==> config.mk <==
export PLATFORM = sky130hd
export DESIGN_NAME = ip_ingress_top
export DESIGN_NICKNAME = d
export VERILOG_FILES = /design/src/tcp_ip_pkg.sv /design/src/axis_slice.sv /design/src/frame_merger.sv /design/src/ip_classifier.sv /design/src/ip_ingress_top.sv
export SDC_FILE = /design/constraint.sdc
export NUM_CORES = 1
export LEC_CHECK = 0
export BUFFER_PORTS_ARGS = -buffer_cell sky130_fd_sc_hd__buf_2
export CORE_ASPECT_RATIO = 0.8
export CORE_MARGIN = 4
export CORE_UTILIZATION = 55
export DETAILED_ROUTE_END_ITERATION = 10
export PLACE_DENSITY = 0.74
export SLEW_MARGIN = 20
export SYNTH_ARGS = -nofsm -noshare
export SYNTH_HDL_FRONTEND = slang
export SYNTH_HIERARCHICAL = 1
export SYNTH_SLANG_ARGS = --single-unit
==> constraint.sdc <==
create_clock -name aclk -period 11.2 [get_ports aclk]
set_clock_uncertainty 0.1 [all_clocks]
set_input_delay 1.68 -clock aclk [delete_from_list [all_inputs] [get_ports aclk]]
set_output_delay 1.68 -clock aclk [all_outputs]
set_load 0.005 [all_outputs]
==> src/tcp_ip_pkg.sv <==
package tcp_ip_pkg;

  ////////////////////////////////////////
  // stream widths
  ////////////////////////////////////////
  localparam int data_w     = 64;  // stream data word
  localparam int keep_w     = 8;   // one enable per byte
  localparam int hdr_beats  = 3;   // beats held before the lane decision
  localparam int drop_cnt_w = 16;  // dropped frame counter

  // header constants, all in network order
  localparam logic [15:0] ethertype_ipv4 = 16'h0800;
  localparam logic [15:0] ethertype_arp  = 16'h0806;
  localparam logic [7:0]  ip_proto_icmp  = 8'd1;
  localparam logic [15:0] arp_ptype_ipv4 = 16'h0800;

  typedef struct packed {
    logic [data_w-1:0] data;  // byte lane 0 holds the earliest byte
    logic [keep_w-1:0] keep;
    logic              last;  // closes the frame
  } axis_beat_t;

  typedef enum logic [1:0] {
    lane_arp  = 2'd0,
    lane_icmp = 2'd1,
    lane_drop = 2'd2  // classifier only
  } lane_t;

  typedef struct packed {
    axis_beat_t beat;
    lane_t      lane;  // source lane of the frame
  } out_beat_t;

  ////////////////////////////////////////
  // third beat, frame bytes 16 to 23
  ////////////////////////////////////////
  // fields are listed from byte 23 down to byte 16, and in a multi-byte
  // field element [0] is the earlier, more significant byte
  typedef struct packed {
    logic [7:0]      protocol;    // byte 23
    logic [7:0]      ttl;         // byte 22
    logic [1:0][7:0] flags_frag;  // bytes 20..21
    logic [1:0][7:0] ident;       // bytes 18..19
    logic [1:0][7:0] total_len;   // bytes 16..17
  } ipv4_view_t;

  typedef struct packed {
    logic [1:0][7:0] sha_hi;  // first two bytes of sender mac
    logic [1:0][7:0] opcode;  // bytes 20..21
    logic [7:0]      plen;    // byte 19
    logic [7:0]      hlen;    // byte 18
    logic [1:0][7:0] ptype;   // bytes 16..17
  } arp_view_t;

  typedef union packed {
    ipv4_view_t ipv4;
    arp_view_t  arp;
  } hdr_word_u;

  // two stream bytes back to a 16 bit network order value
  function automatic logic [15:0] net16(input logic [1:0][7:0] b);
    return {b[0], b[1]};
  endfunction

endpackage
==> src/axis_slice.sv <==
module axis_slice import tcp_ip_pkg::*; (
  input  logic       aclk,
  input  logic       reset,
  input  logic       s_valid,
  output logic       s_ready,
  input  axis_beat_t s_beat,
  output logic       m_valid,
  input  logic       m_ready,
  output axis_beat_t m_beat
);

  logic       skid_valid;  // overflow entry holds a beat
  axis_beat_t skid_beat;
  logic       m_load;      // main entry free this cycle

  assign s_ready = !skid_valid;           // straight from a flop
  assign m_load  = m_ready || !m_valid;

  ////////////////////////////////////////
  // control
  ////////////////////////////////////////
  always_ff @(posedge aclk) begin
    if (reset) begin
      m_valid    <= 1'b0;
      skid_valid <= 1'b0;
    end else if (m_load) begin
      m_valid    <= skid_valid || s_valid;  // skid drains first
      skid_valid <= 1'b0;
    end else if (s_valid && s_ready) begin
      skid_valid <= 1'b1;                   // main stalled, park it
    end
  end

  ////////////////////////////////////////
  // payload
  ////////////////////////////////////////
  always_ff @(posedge aclk) begin
    if (m_load) begin
      m_beat <= skid_valid ? skid_beat : s_beat;
    end
  end

  always_ff @(posedge aclk) begin
    if (!m_load && s_valid && s_ready) begin
      skid_beat <= s_beat;
    end
  end

endmodule

==> src/frame_merger.sv <==
module frame_merger import tcp_ip_pkg::*; (
  input  logic       aclk,
  input  logic       reset,
  input  logic       arp_valid,
  output logic       arp_ready,
  input  axis_beat_t arp_beat,
  input  logic       icmp_valid,
  output logic       icmp_ready,
  input  axis_beat_t icmp_beat,
  output logic       out_valid,
  input  logic       out_ready,
  output out_beat_t  out_beat
);

  logic  locked;  // a frame owns the output
  lane_t grant;   // owner while locked
  lane_t prio;    // round robin favourite
  lane_t sel;     // lane on the output now
  logic  done;    // last beat leaves this cycle

  ////////////////////////////////////////
  // lane select
  ////////////////////////////////////////
  always_comb begin
    if (locked) begin
      sel = grant;
    end else if (arp_valid && icmp_valid) begin
      sel = prio;                                 // both waiting
    end else if (icmp_valid) begin
      sel = lane_icmp;
    end else begin
      sel = lane_arp;
    end
  end

  ////////////////////////////////////////
  // data path, no registers
  ////////////////////////////////////////
  always_comb begin
    out_valid     = (sel == lane_icmp) ? icmp_valid : arp_valid;
    out_beat.beat = (sel == lane_icmp) ? icmp_beat : arp_beat;
    out_beat.lane = sel;                          // tag with the source
    arp_ready     = out_ready && (sel == lane_arp);
    icmp_ready    = out_ready && (sel == lane_icmp);
    done          = out_valid && out_ready && out_beat.beat.last;
  end

  // lock as soon as a beat is shown so the payload holds until taken
  always_ff @(posedge aclk) begin
    if (reset) begin
      locked <= 1'b0;
      grant  <= lane_arp;
      prio   <= lane_arp;
    end else if (done) begin
      locked <= 1'b0;                             // frame boundary
      prio   <= (sel == lane_arp) ? lane_icmp : lane_arp;
    end else if (out_valid) begin
      locked <= 1'b1;
      grant  <= sel;
    end
  end

endmodule

==> src/ip_classifier.sv <==
module ip_classifier import tcp_ip_pkg::*; (
  input  logic                  aclk,
  input  logic                  reset,
  input  logic                  in_valid,
  output logic                  in_ready,
  input  axis_beat_t            in_beat,
  output logic                  arp_valid,
  input  logic                  arp_ready,
  output axis_beat_t            arp_beat,
  output logic                  icmp_valid,
  input  logic                  icmp_ready,
  output axis_beat_t            icmp_beat,
  output logic [drop_cnt_w-1:0] drop_count
);

  typedef enum logic [1:0] {
    collect,  // holding the first header beats
    forward,  // replay then pass through
    discard   // swallow up to last
  } state_t;

  state_t     state;
  logic [1:0] cnt;                    // header beats held so far
  logic [1:0] rp;                     // replay pointer, 3 means pass through
  axis_beat_t hold [0:hdr_beats-1];   // stored header beats
  lane_t      sel_lane;               // lane of the frame in flight
  lane_t      hdr_lane;               // decision from the header
  hdr_word_u  hdr_word;               // third beat seen two ways
  logic [15:0] etype;
  axis_beat_t nxt;                    // next beat for the output reg
  axis_beat_t out_reg;
  lane_t      out_lane;
  logic       out_vld;
  logic       lane_ready;
  logic       ld;                     // output reg may load
  logic       src_vld;                // a beat is ready to load
  logic       in_fire;

  ////////////////////////////////////////
  // lane decision
  ////////////////////////////////////////
  always_comb begin
    hdr_word = in_beat.data;                                // third beat arrives now
    etype    = {hold[1].data[39:32], hold[1].data[47:40]};  // bytes 12 and 13
    hdr_lane = lane_drop;
    if (etype == ethertype_arp && net16(hdr_word.arp.ptype) == arp_ptype_ipv4) begin
      hdr_lane = lane_arp;
    end else if (etype == ethertype_ipv4 && hdr_word.ipv4.protocol == ip_proto_icmp) begin
      hdr_lane = lane_icmp;
    end
  end

  ////////////////////////////////////////
  // handshakes and replay mux
  ////////////////////////////////////////
  always_comb begin
    lane_ready = (out_lane == lane_arp) ? arp_ready : icmp_ready;
    ld         = !out_vld || lane_ready;          // empty or draining
    case (rp)
      2'd0:    nxt = hold[0];
      2'd1:    nxt = hold[1];
      2'd2:    nxt = hold[2];
      default: nxt = in_beat;                     // rest of the frame
    endcase
    src_vld = (state == forward) && ((rp != 2'(hdr_beats)) || in_valid);
    case (state)
      forward: in_ready = ld && (rp == 2'(hdr_beats));  // only once replay is done
      default: in_ready = 1'b1;                         // collect and discard absorb
    endcase
    in_fire = in_valid && in_ready;
  end

  always_ff @(posedge aclk) begin
    if (reset) begin
      state      <= collect;
      cnt        <= '0;
      rp         <= '0;
      sel_lane   <= lane_arp;
      drop_count <= '0;
    end else begin
      case (state)
        collect: if (in_fire) begin
          if (in_beat.last) begin
            cnt        <= '0;                     // too short to classify
            drop_count <= drop_count + 1'b1;
          end else if (cnt == 2'(hdr_beats - 1)) begin
            cnt      <= '0;
            rp       <= '0;
            sel_lane <= hdr_lane;
            state    <= (hdr_lane == lane_drop) ? discard : forward;
          end else begin
            cnt <= cnt + 1'b1;
          end
        end
        forward: if (ld && src_vld) begin
          if (rp != 2'(hdr_beats)) begin
            rp <= rp + 1'b1;                      // next held beat
          end else if (in_beat.last) begin
            state <= collect;                     // frame handed over
          end
        end
        discard: if (in_fire && in_beat.last) begin
          drop_count <= drop_count + 1'b1;        // count on the last beat
          state      <= collect;
        end
        default: state <= collect;
      endcase
    end
  end

  always_ff @(posedge aclk) begin
    if (state == collect && in_fire) begin
      hold[cnt] <= in_beat;                       // header store
    end
  end

  ////////////////////////////////////////
  // output register, shared by both lanes
  ////////////////////////////////////////
  always_ff @(posedge aclk) begin
    if (reset) begin
      out_vld <= 1'b0;
    end else if (ld) begin
      out_vld <= src_vld;
    end
  end

  always_ff @(posedge aclk) begin
    if (ld && src_vld) begin
      out_reg  <= nxt;
      out_lane <= sel_lane;                       // lane travels with the beat
    end
  end

  assign arp_valid  = out_vld && (out_lane == lane_arp);
  assign icmp_valid = out_vld && (out_lane == lane_icmp);
  assign arp_beat   = out_reg;
  assign icmp_beat  = out_reg;

endmodule

==> src/ip_ingress_top.sv <==
module ip_ingress_top import tcp_ip_pkg::*; (
  input  logic                  aclk,
  input  logic                  reset,
  input  logic                  in_valid,
  output logic                  in_ready,
  input  axis_beat_t            in_beat,
  output logic                  out_valid,
  input  logic                  out_ready,
  output out_beat_t             out_beat,
  output logic [drop_cnt_w-1:0] drop_count
);

  ////////////////////////////////////////
  // classifier to slices
  ////////////////////////////////////////
  logic       arp_lane_valid, arp_lane_ready;
  axis_beat_t arp_lane;
  logic       icmp_lane_valid, icmp_lane_ready;
  axis_beat_t icmp_lane;

  // slices to merger
  logic       arp_m_valid, arp_m_ready;
  axis_beat_t arp_m_beat;
  logic       icmp_m_valid, icmp_m_ready;
  axis_beat_t icmp_m_beat;

  ip_classifier classifier (
    .aclk       (aclk),
    .reset      (reset),
    .in_valid   (in_valid),
    .in_ready   (in_ready),
    .in_beat    (in_beat),
    .arp_valid  (arp_lane_valid),
    .arp_ready  (arp_lane_ready),
    .arp_beat   (arp_lane),
    .icmp_valid (icmp_lane_valid),
    .icmp_ready (icmp_lane_ready),
    .icmp_beat  (icmp_lane),
    .drop_count (drop_count)
  );

  axis_slice arp_slice (
    .aclk    (aclk),
    .reset   (reset),
    .s_valid (arp_lane_valid),
    .s_ready (arp_lane_ready),
    .s_beat  (arp_lane),
    .m_valid (arp_m_valid),
    .m_ready (arp_m_ready),
    .m_beat  (arp_m_beat)
  );

  axis_slice icmp_slice (
    .aclk    (aclk),
    .reset   (reset),
    .s_valid (icmp_lane_valid),
    .s_ready (icmp_lane_ready),
    .s_beat  (icmp_lane),
    .m_valid (icmp_m_valid),
    .m_ready (icmp_m_ready),
    .m_beat  (icmp_m_beat)
  );

  frame_merger merger (
    .aclk       (aclk),
    .reset      (reset),
    .arp_valid  (arp_m_valid),
    .arp_ready  (arp_m_ready),
    .arp_beat   (arp_m_beat),
    .icmp_valid (icmp_m_valid),
    .icmp_ready (icmp_m_ready),
    .icmp_beat  (icmp_m_beat),
    .out_valid  (out_valid),
    .out_ready  (out_ready),
    .out_beat   (out_beat)
  );

endmodule

* Word-level counts from Yosys, hierarchy flattened
Memories as Yosys holds them, arrays and structs flattened. Cells that the tools add are included.
Cells by class: eq/ne operators 23, muxes and demuxes 36, add/sub/neg operators 3, bitwise logic cells 2, reductions and logical operators 49
Operators by type and width (count):
- $mux W73 | 3
- $pmux W73 S3 | 1
- $eq A16 B12 Y1 const B | 3
- $mux W16 | 3
- $mux W2 | 19
- $pmux W16 S2 | 1
- $logic_and A1 B1 Y1 | 21
- $add A16 B1 Y16 const B | 1
- $ne A2 B2 Y1 const B | 7
- $eq A2 B2 Y1 const B | 5
- $eq A2 B1 Y1 const B | 4
- $eq A8 B1 Y1 const B | 1
- $logic_not A2 Y1 | 4
- $reduce_and A4 Y1 | 2
- $logic_not A1 Y1 | 7
- $mux W1 | 7
- $reduce_and A7 Y1 | 1
- $logic_or A1 B1 Y1 | 6
- $ne A2 B1 Y1 const B | 3
- $pmux W2 S3 | 1
- $reduce_and A6 Y1 | 1
- $reduce_or A2 Y1 | 3
- $add A2 B1 Y2 const B | 2
- $pmux W2 S2 | 1
- 3 further kinds | 6
Storage, ports and cells: word-level logic and storage cells 143, register bits after elaboration 401, memories kept 1, bits in writable memories 219, input bits 77
Memories:
- classifier.hold | words 3, bits a word 73, rd ports 3, clocked after Yosys merged registers in 0, wr ports 1, RTL line ip_classifier.sv:25 | axis_beat_t hold [0:hdr_beats-1];

* Depth between registers and ports, before layout
Gate-level depths: netlist of run 1. An unclocked memory read counts as a cell.
word-level depth 11, mapped depth 7, depth with buffers taken out 6

* Modules after synthesis
The synthesis of run 1 kept the hierarchy.
By module, submodules not included:
- ip_classifier | area each 12654.6 um2, instances 1, sequential area each 9328.9 um2, cells each 784
- axis_slice | area each 5348.9 um2, instances 2, sequential area each 4424.2 um2, cells each 235
- frame_merger | area each 1408.9 um2, instances 1, sequential area each 80.1 um2, cells each 114

* Worst setup path after synthesis of run 1
OpenSTA, ideal clock, no wires.
path kind input port to flip-flop, from in out_ready, to reg icmp_slice/skid_beat[0] in the netlist's numbering (enable), cell stages on the path 3, path slack 1.426 ns, arrival time 9.066 ns, path buffers 0, cell sequence and2_1 > nand2b_1 > nor3b_1
On the way: cells in the longest elaborated chain, start to end 5
Ends and longest elaborated chain:
- start, declared | RTL line ip_ingress_top.sv:8 | input logic out_ready,
- $logic_and A1 B1 Y1 | RTL line frame_merger.sv:44 | icmp_ready = out_ready && (sel == lane_icmp);
- $logic_or A1 B1 Y1 | RTL line axis_slice.sv:17 | assign m_load = m_ready || !m_valid;
- named net icmp_slice.m_load | RTL line axis_slice.sv:14 | logic m_load;
- $logic_not A1 Y1 | RTL line axis_slice.sv:44 | if (!m_load && s_valid && s_ready) begin
- $logic_and A1 B1 Y1 (2 in a row) | RTL line axis_slice.sv:44
- end signal, assigned | RTL line axis_slice.sv:45 | skid_beat <= s_beat;
- end, declared | RTL line axis_slice.sv:13 | axis_beat_t skid_beat;
The timed path passes the listed nets, and every way through them passes these cells. A chain may end at the register's enable or synchronous reset.

==> metrics, run 1 <==
CTS tree=done; ranking of synthesized cells by area=edfxtp_1 (71%), mux2_2 (3.8%), mux2_4 (3.6%), mux2_1 (3.5%), mux2i_1 (3.1%); worst reg-to-reg setup slack=approximately 7600 ps; Hold Path Class=register to register; core area=approximately 44000 µm²; status=completed; post-synthesis sequential area ratio=0.737; drt first pass iters=8; hold slack final=approximately 340 ps; CTS buffer count=between 50 and 60; I/O Buffers=roughly 170; post-synthesis compound-gate area fraction=0.0417; Main synth FF type=edfxtp_1; Post-CTS Repair Setup Buffers=0; GP Congestion=0.783; pin count of the biggest net entering global routing=76; total power=4.46 mW; Die H=roughly 200 µm; adder-cell area share of the yosys netlist=0.00303; Synth Register Bits=just over 600; DR WL met2=approximately 23000 µm; final setup TNS=0 ps; area grow syn2layout=10.9%; simple logic cell fraction of the synthesized area=0.0264; Setup crit end kind=output port; Worst Hold Path EP=classifier/out_lane[0]$_DFFE_PP_; die area=approximately 49000 µm²; Sink Count=just over 600; RSZ-0062 raised after global routing=no; Synth Cell Area=around 25000 µm²; post_cts resized=0; post-synthesis mux area share=0.140; power per cell area=163 nW/µm²; Post-synth EDFFs=586; commonest non-fill, non-tap cells in the layout=edfxtp_1 (586), buf_2 (169), mux2_2 (83); GR Overflow Total=0; GRT Overall Usage=0.202; max frequency=about 200 MHz; H-Tree Depth=2; Mapped Cells=1368; Netlist cell types=55; worst reg2reg path startpoint=arp_slice/m_valid$_SDFFE_PP0P_; Starting Density=0.557; Worst Path Max Fanout=around 50; most common cell after layout, fill and taps aside=edfxtp_1; static leakage=9.47 nW; crit path kind=register to output port; row count=69; Yosys top cell by area=edfxtp_1; YS warnings=6; hpwl dp=approximately 29000 µm; die width=between 200 and 250 µm; # IOs=170; DR DRC count=0; Total Wirelength=between 40000 and 50000 µm; Startpoint Class=register; CTS Hold Buffers Added=0; relative slew slack=0.248; Slew Limit Fails=0; largest family of logic cells by synthesized area=multiplexers; worst vdd ir=0.000120 V; root buffer cell=clkbuf_16; worst path arrival time=between 3000 and 4000 ps; vias in the first global route=12100; met3 wire length=between 3000 and 4000 µm; Final Cycle Share=0.451; worst hold path stage count=0; syn nets=around 1500; share of the synthesized area in the top cell type=0.711; hold_sp=classifier/sel_lane[0]$_SDFFE_PP0P_; routed length on met1=roughly 22000 µm; Final ANT Viol Nets=0; share of cells above drive strength 1=0.282; vias per std cell=slightly below 6; Syn Area/Cell=~18 µm²; clock-pin slew of the registers on the worst-case setup and hold paths=60 ps; clock buffer depth=3; Max-Cap Viols=0; top sig layer=met5; CP required=9420 ps; Post-Synth XOR/XNOR Area=0.00212; Async SR Flop Fraction=0; Worst-Margin Slew=roughly 1100 ps; drt initial violations=between 1500 and 2000; R2R depth=6; first-pass GRT wire length=about 75000 µm; terminus of the critical flop-to-flop path=icmp_slice/skid_beat[24]$_DFFE_PP_; # setup viols final=0; nets=1559; clk_lat worst skew=600 ps; initial antenna violation count=16; routed via count=between 10000 and 15000; Hold Fails Final Rpt=0; post-route minimum period=5050 ps; wire per inst=23.4 µm
[report_power, final]
| group | switching [mW] | total, mW | leakage [nW] | internal [mW] |
|---|---|---|---|---|
| combinational | 0.0545 | 0.0872 | 2.79 | 0.0326 |
| clock | 0.814 | 1.82 | 0.859 | 1.01 |
| sequential | 0.00829 | 2.55 | 5.83 | 2.55 |
| total | 0.877 | 4.46 | 9.47 | 3.59 |
[final cells by class]
cell class	instances	area, µm²
fill	3143	17000
inverter	82	308
timing repair buffer	184	990
tap	603	754
antenna	6	15.0
clock inverter	37	278
multi-input combinational	532	5380
clock buffer	71	1480
sequential	619	18300
[worst max path at each step]
stage / to / cells after the start / start / slack (ps)
after floorplan: icmp_slice/skid_beat[0]$_DFFE_PP_ / 3 / out_ready / 1430
after global routing: out_beat[13] / 6 / merger/locked$_SDFFE_PP0P_ / 5970
after CTS: out_beat[6] / 6 / icmp_slice/m_valid$_SDFFE_PP0P_ / 6150
after detailed placement: icmp_slice/skid_beat[21]$_DFFE_PP_ / 5 / out_ready / 6660
after global placement: icmp_slice/skid_beat[18]$_DFFE_PP_ / 5 / out_ready / 6760
final: out_beat[6] / 6 / merger/locked$_SDFFE_PP0P_ / 6150
[critical path, cell delays in order (launching register included)]
cell	delay [ps]
dfxtp_1	430
nand3b_1	240
o21ai_4	120
buf_4	480
buf_4	730
mux2_2	410
buf_2	120
[cells in the mapped netlist, types with 7 or more instances]
library cell	n
nand3_1	8
o21ai_0	9
buf_4	74
buf_6	17
clkbuf_1	27
a21oi_1	16
nand2_1	12
buf_1	9
mux2_1	78
dfxtp_1	33
nor2_1	18
mux2_2	83
buf_2	8
edfxtp_1	586
mux2_4	59
nand4_1	8
a222oi_1	73
nor3b_1	7
inv_1	82
mux2i_1	76
[logic make-up after synthesis]
family,count (synthesis)
buf+inv,217
xor+xnor,6
fa+ha+maj,6
mux,296
simple gates,104
flops,619
compound gates,120
[registers in the layout, summed over array words and instances, names as in the netlist]
name and cells:
icmp_slice/skid_valid 1, classifier/out_lane 2, arp_slice/skid_valid 1, classifier/hold 219, classifier/state 2, merger/locked 1, merger/prio 1, icmp_slice/m_valid 1
merger/grant 2, classifier/cnt 2, arp_slice/m_beat 73, classifier/arp_beat 73, classifier/out_vld 1, arp_slice/m_valid 1, classifier/drop_count 16, icmp_slice/m_beat 73
classifier/sel_lane 2, classifier/rp 2, icmp_slice/skid_beat 73, arp_slice/skid_beat 73
[metrics by stage]
stage | util | setup WS [ps] | instance area (µm²) | std cells
after floorplan | - | 1430 | 24800 | 1368
after CTS | 0.617 | 6150 | 27400 | 2127
after global routing | 0.618 | 5970 | 27500 | 2130
after detailed placement | 0.577 | 6660 | 25700 | 2019
after global placement | 0.577 | 6760 | 25700 | 2019
final | 0.618 | 6150 | 27500 | 2134
[per-layer routing]
layer | global-route usage | vias to the layer above
met1 | 0.307 | 6296
met5 | 0 | -
met3 | 0.0554 | 68
met2 | 0.297 | 427
met4 | 0.0444 | 22
li1 | - | 5549
Note: power is estimated with default switching activity, not from simulation.
==> run 2: changes to the inputs <==
clock period = 4.72 ns   (was 11.2 ns; I/O delays follow)
==> metrics, run 2 (synthesis gave the netlist of run 1 again) <==
Die H=198 µm (unchanged); final setup TNS=0 ps (unchanged); commonest non-fill, non-tap cells in the layout=edfxtp_1 (586), buf_2 (169), mux2_2 (83) (unchanged); Placed Instance Area=25800 µm² (was 25700 µm²); Max-Cap Viols=0 (unchanged); CTS tree=done (unchanged); Setup crit end kind=output port (unchanged); Reg power frac=0.556 (was 0.572); most common cell after layout, fill and taps aside=edfxtp_1 (unchanged); Worst Path Max Fanout=32 (was 49); Core Util, Final=0.623 (was 0.618); routed via count=12600 (was 12400); worst hold path stage count=1 (was 0); clock buffer depth=3 (unchanged); share of cells above drive strength 1=0.290 (was 0.282); nets=1567 (was 1559); slowest stage cell, crit path=buf_4 (unchanged); GRT Overall Usage=0.217 (was 0.202); initial antenna violation count=13 (was 16); hold slack final=226 ps (was 338 ps); die width=245 µm (unchanged); die area=48500 µm² (unchanged); root buffer cell=clkbuf_16 (unchanged); Hold Path Class=input port to register (was register to register); post-route setup slack=810 ps (was 6150 ps); R2R depth=6 (unchanged); met3 wire length=4430 µm (was 3860 µm); Slew Limit Fails=0 (unchanged); Critical Path Max Stage Delay=710 ps (was 730 ps); top sig layer=met5 (unchanged); clock share of power=0.425 (was 0.408); DR DRC count=0 (unchanged); CTS buffer count=57 (unchanged); Final Cycle Share=0.828; # setup viols final=0 (unchanged); core area=44500 µm² (unchanged); worst path arrival time=3100 ps (was 3270 ps); area grow syn2layout=11.8% (was 10.9%); placed cell count=2028 (was 2019); crit path kind=register to output port (unchanged); Register Area=18300 µm² (unchanged); static leakage=9.58 nW (was 9.47 nW); post-route minimum period=3910 ps; crit-path cells=nand2b_4 > o21ai_4 > buf_4 > mux2_1 > buf_2 (was nand3b_1 > o21ai_4 > buf_4 > buf_4 > mux2_2 > buf_2); I/O Buffers=169 (unchanged); Sink Count=619 (unchanged); clk_lat worst skew=600 ps (about the same); status=completed (unchanged); Switch Pwr=2.12 mW (was 877 µW); Post-CTS Repair Setup Buffers=0 (unchanged); relative slew slack=0.374 (was 0.248); Multi-input gate area=5410 µm² (was 5380 µm²); max frequency=256 MHz; Starting Density=0.557 (unchanged); Hold Fails Final Rpt=0 (unchanged); H-Tree Depth=2 (unchanged); max reg flops=219 (unchanged); vias per std cell=5.89 (was 5.79); fin area=27700 µm² (was 27500 µm²); CP required=3910 ps (was 9420 ps); Post-Place Setup Slack=1380 ps (was 6660 ps); fin cells=2142 (was 2134); DR WL met2=24900 µm (was 22800 µm); pin count of the biggest net entering global routing=75 (was 76); Sw Ratio=0.194 (was 0.196); Top reg by flops=classifier/hold (unchanged); post_cts resized=0 (unchanged); GR Overflow Total=0 (unchanged); # IOs=170 (unchanged); Final ANT Viol Nets=0 (unchanged); worst vdd ir=0.000260 V (was 0.000120 V); power per cell area=394 nW/µm² (was 163 nW/µm²); vias in the first global route=12500 (was 12100); CTS Hold Buffers Added=0 (unchanged); wire per inst=24.8 µm (was 23.4 µm); Worst-Margin Slew=937 ps (was 1130 ps); hpwl dp=31600 µm (was 29300 µm); Total Wirelength=53200 µm (was 49900 µm); internal power=8.78 mW (was 3.59 mW); row count=69 (unchanged); GP Congestion=0.818 (was 0.783); clock-pin slew of the registers on the worst-case setup and hold paths=70 ps (was 60 ps); Startpoint Class=register (unchanged); RSZ-0062 raised after global routing=no (unchanged); drt initial violations=1388 (was 1566); routed length on met1=22600 µm (was 22300 µm); first-pass GRT wire length=79200 µm (was 75100 µm); fill count=3104 (was 3143); total power=10.9 mW (was 4.46 mW); Gate power share=0.019 (was 0.020); drt first pass iters=6 (was 8)
run 2: changes by cell type in the layout (fill, tap and decap cells not counted), sizes merged:
| cell | before | now |
|---|---|---|
| buf | 184 | 192 |
| bufinv | 3 | 7 |
| clkinv | 30 | 27 |
| clkbuf | 71 | 70 |
run 2: final timing paths:
kind	startpoint	to	slack, ps
worst max-delay path	icmp_slice/m_valid$_SDFFE_PP0P_	out_beat[3]	810
worst min-delay path	in_beat[27]	classifier/hold[0][27]$_DFFE_PP_	230
worst max register to register	arp_slice/m_valid$_SDFFE_PP0P_	icmp_slice/skid_beat[50]$_DFFE_PP_	1280
worst min register to register	classifier/sel_lane[1]$_SDFFE_PP0P_	classifier/out_lane[1]$_DFFE_PP_	340
run 2: layout make-up:
class	instances	area share
Timing Repair Buffer	192	0.0383
Tap cell	603	0.0272
Inverter	82	0.0111
Sequential cell	619	0.660
Clock buffer	70	0.0548
Antenna cell	6	0.000542
Multi-Input combinational cell	532	0.195
Clock inverter	38	0.0131
run 2: power by group through the flow:
stage                     registers (mW)  logic (mW)  clock network, mW
after floorplan                     6.18      0.0989                  0
after global placement              6.17       0.202                  0
after detailed placement            6.18       0.211                  0
after CTS                           6.06       0.212               4.68
after global routing                6.06       0.232               4.91
final                               6.06       0.211               4.63
run 2: critical path, delay by kind of cell (launching register included):
kind            cells  cell delay [ps]
compound gates      1              560
flops               1              490
simple gates        1              120
mux                 1              440
buf+inv             2              860
run 2: per-layer routing:
layer,up-vias,global-route usage
li1,5564,-
met1,6443,0.318
met2,515,0.334
met3,87,0.0460
met4,16,0.0636
met5,-,0
==> run 3: changes to the inputs <==
CORE_UTILIZATION = 54   (was 55)
PLACE_DENSITY = 0.75   (was 0.74)
clock period = 3.35 ns   (was 4.72 ns; I/O delays follow)
==> metrics, run 3 (synthesis gave the netlist of run 1 again) <==
routed via count=12600 (about the same); max frequency=about 310 MHz; CTS tree=done (unchanged); WP buf/inv=3 (was 2); GP Congestion=0.787 (was 0.818); clk_lat worst skew=600 ps (about the same); vias in the first global route=12700 (was 12500); fin area=28100 µm² (was 27700 µm²); CP delay by family, top=buffers and inverters (unchanged); post-route minimum period=roughly 3200 ps; slowest stage cell, crit path=dfxtp_1 (was buf_4); vias per std cell=5.78 (was 5.89); Slew Limit Fails=0 (unchanged); clock buffer depth=3 (unchanged); DR DRC count=0 (unchanged); most common cell after layout, fill and taps aside=edfxtp_1 (unchanged); CP most frequent cell=buf_12; H-Tree Depth=2 (unchanged); crit path kind=register to output port (unchanged); Startpoint Class=register (unchanged); CTS buffer count=59 (was 57); fin cells=2173 (was 2142); nets=1600 (was 1567); R2R depth=3 (was 6); worst vdd ir=0.000351 V (was 0.000260 V); relative slew slack=0.437 (was 0.374); CP required=2750 ps (was 3910 ps); Total Wirelength=51300 µm (was 53200 µm); total power=15.3 mW (was 10.9 mW); placed cell count=2041 (was 2028); Critical Path Max Stage Delay=490 ps (was 710 ps); area grow syn2layout=13.4% (was 11.8%); clock-pin slew of the registers on the worst-case setup and hold paths=60 ps (was 70 ps); Die H=200 µm (was 198 µm); Top reg by flops=classifier/hold (unchanged); core area=44900 µm² (was 44500 µm²); worst hold path stage count=1 (unchanged); Worst-Margin Slew=844 ps (was 937 ps); I/O Buffers=169 (unchanged); Placed Instance Area=26100 µm² (was 25800 µm²); Worst Path Max Fanout=32 (unchanged); Sink Count=619 (unchanged); static leakage=9.73 nW (was 9.58 nW); Hold Fails Final Rpt=0 (unchanged); # setup viols final=0 (unchanged); GR Overflow Total=0 (unchanged); die width=247 µm (was 245 µm); Final Cycle Share=0.948; Max-Cap Viols=0 (unchanged); initial antenna violation count=10 (was 13); first-pass GRT wire length=78000 µm (was 79200 µm); worst path arrival time=2570 ps (was 3100 ps); power per cell area=543 nW/µm² (was 394 nW/µm²); GRT Overall Usage=0.208 (was 0.217); fill count=3176 (was 3104); wire per inst=23.6 µm (was 24.8 µm); Hold Path Class=input port to register (unchanged); row count=69 (unchanged); share of cells above drive strength 1=0.290 (about the same); crit-path cells=nand2b_4 > o21ai_4 > buf_12 > buf_12 > mux2_1 > buf_2 (was nand2b_4 > o21ai_4 > buf_4 > mux2_1 > buf_2); post_cts resized=0 (unchanged); critical path depth in cells=6 (was 5); status=completed (unchanged); Final ANT Viol Nets=0 (unchanged); RSZ-0062 raised after global routing=no (unchanged); drt initial violations=1342 (was 1388); commonest non-fill, non-tap cells in the layout=edfxtp_1 (586), buf_2 (169), mux2_2 (83) (unchanged); final setup TNS=0 ps (unchanged); pin count of the biggest net entering global routing=76 (was 75); die area=49400 µm² (was 48500 µm²); Starting Density=0.552 (was 0.557); max reg flops=219 (unchanged); hpwl dp=31400 µm (was 31600 µm); root buffer cell=clkbuf_16 (unchanged); # IOs=170 (unchanged); Setup crit end kind=output port (unchanged); drt first pass iters=7 (was 6)
==> run 3: worst reg2reg max path, delay by kind of cell, from the launching register on <==
family / cells / cell delay (ps)
buf+inv: 1 / 350
flops: 1 / 370
simple gates: 2 / 1340
==> run 3: per-layer routing <==
metal	vias to the layer above	global-route usage	routed length, µm
met3	73	0.0461	3690
met2	431	0.315	23500
met5	-	0	41
li1	5628	-	-
met1	6412	0.308	23000
met4	6	0.0587	1040
==> run 3: cell type report <==
class                   count  area [µm²]  area share
diodes                      6        15.0    0.000535
clock buffers              76        1540      0.0549
clock inverters            32         285      0.0102
inverters                  82         308      0.0110
multi-input cells         532        5420       0.193
flip-flops and latches    619       18300       0.651
well taps                 603         754      0.0269
repair buffers            223        1480      0.0529
==> run 3: metrics by stage <==
| stage | utilization | setup WS, ps | hold slack, ps |
|---|---|---|---|
| final | 0.625 | 174 | 25.9 |
| after global routing | 0.625 | 98.1 | 11.0 |
| after CTS | 0.625 | 144 | 0.777 |
| after detailed placement | 0.580 | 668 | 323 |
| after global placement | 0.580 | 711 | 322 |
| after floorplan | - | -764 | 308 |
==> run 3: path summary, 6_finish.rpt <==
check / start / endpoint / slack [ps]
max: icmp_slice/m_valid$_SDFFE_PP0P_ / out_beat[74] / 170
min: in_beat[57] / classifier/hold[1][57]$_DFFE_PP_ / 30
max reg2reg: classifier/state[1]$_SDFFE_PP0P_ / classifier/hold[2][50]$_DFFE_PP_ / 890
min reg2reg: classifier/sel_lane[1]$_SDFFE_PP0P_ / classifier/out_lane[1]$_DFFE_PP_ / 340
==> run 3: timing repair <==
action                                 CTS  global route
hold buffers                            18             0
buffers inserted                         0             0
endpoints found under the hold margin   45             0
==> run 3: power breakdown <==
part	switching, mW	internal (mW)
Sequential	0.0298	8.51
Clock	2.77	3.62
Combinational	0.198	0.131
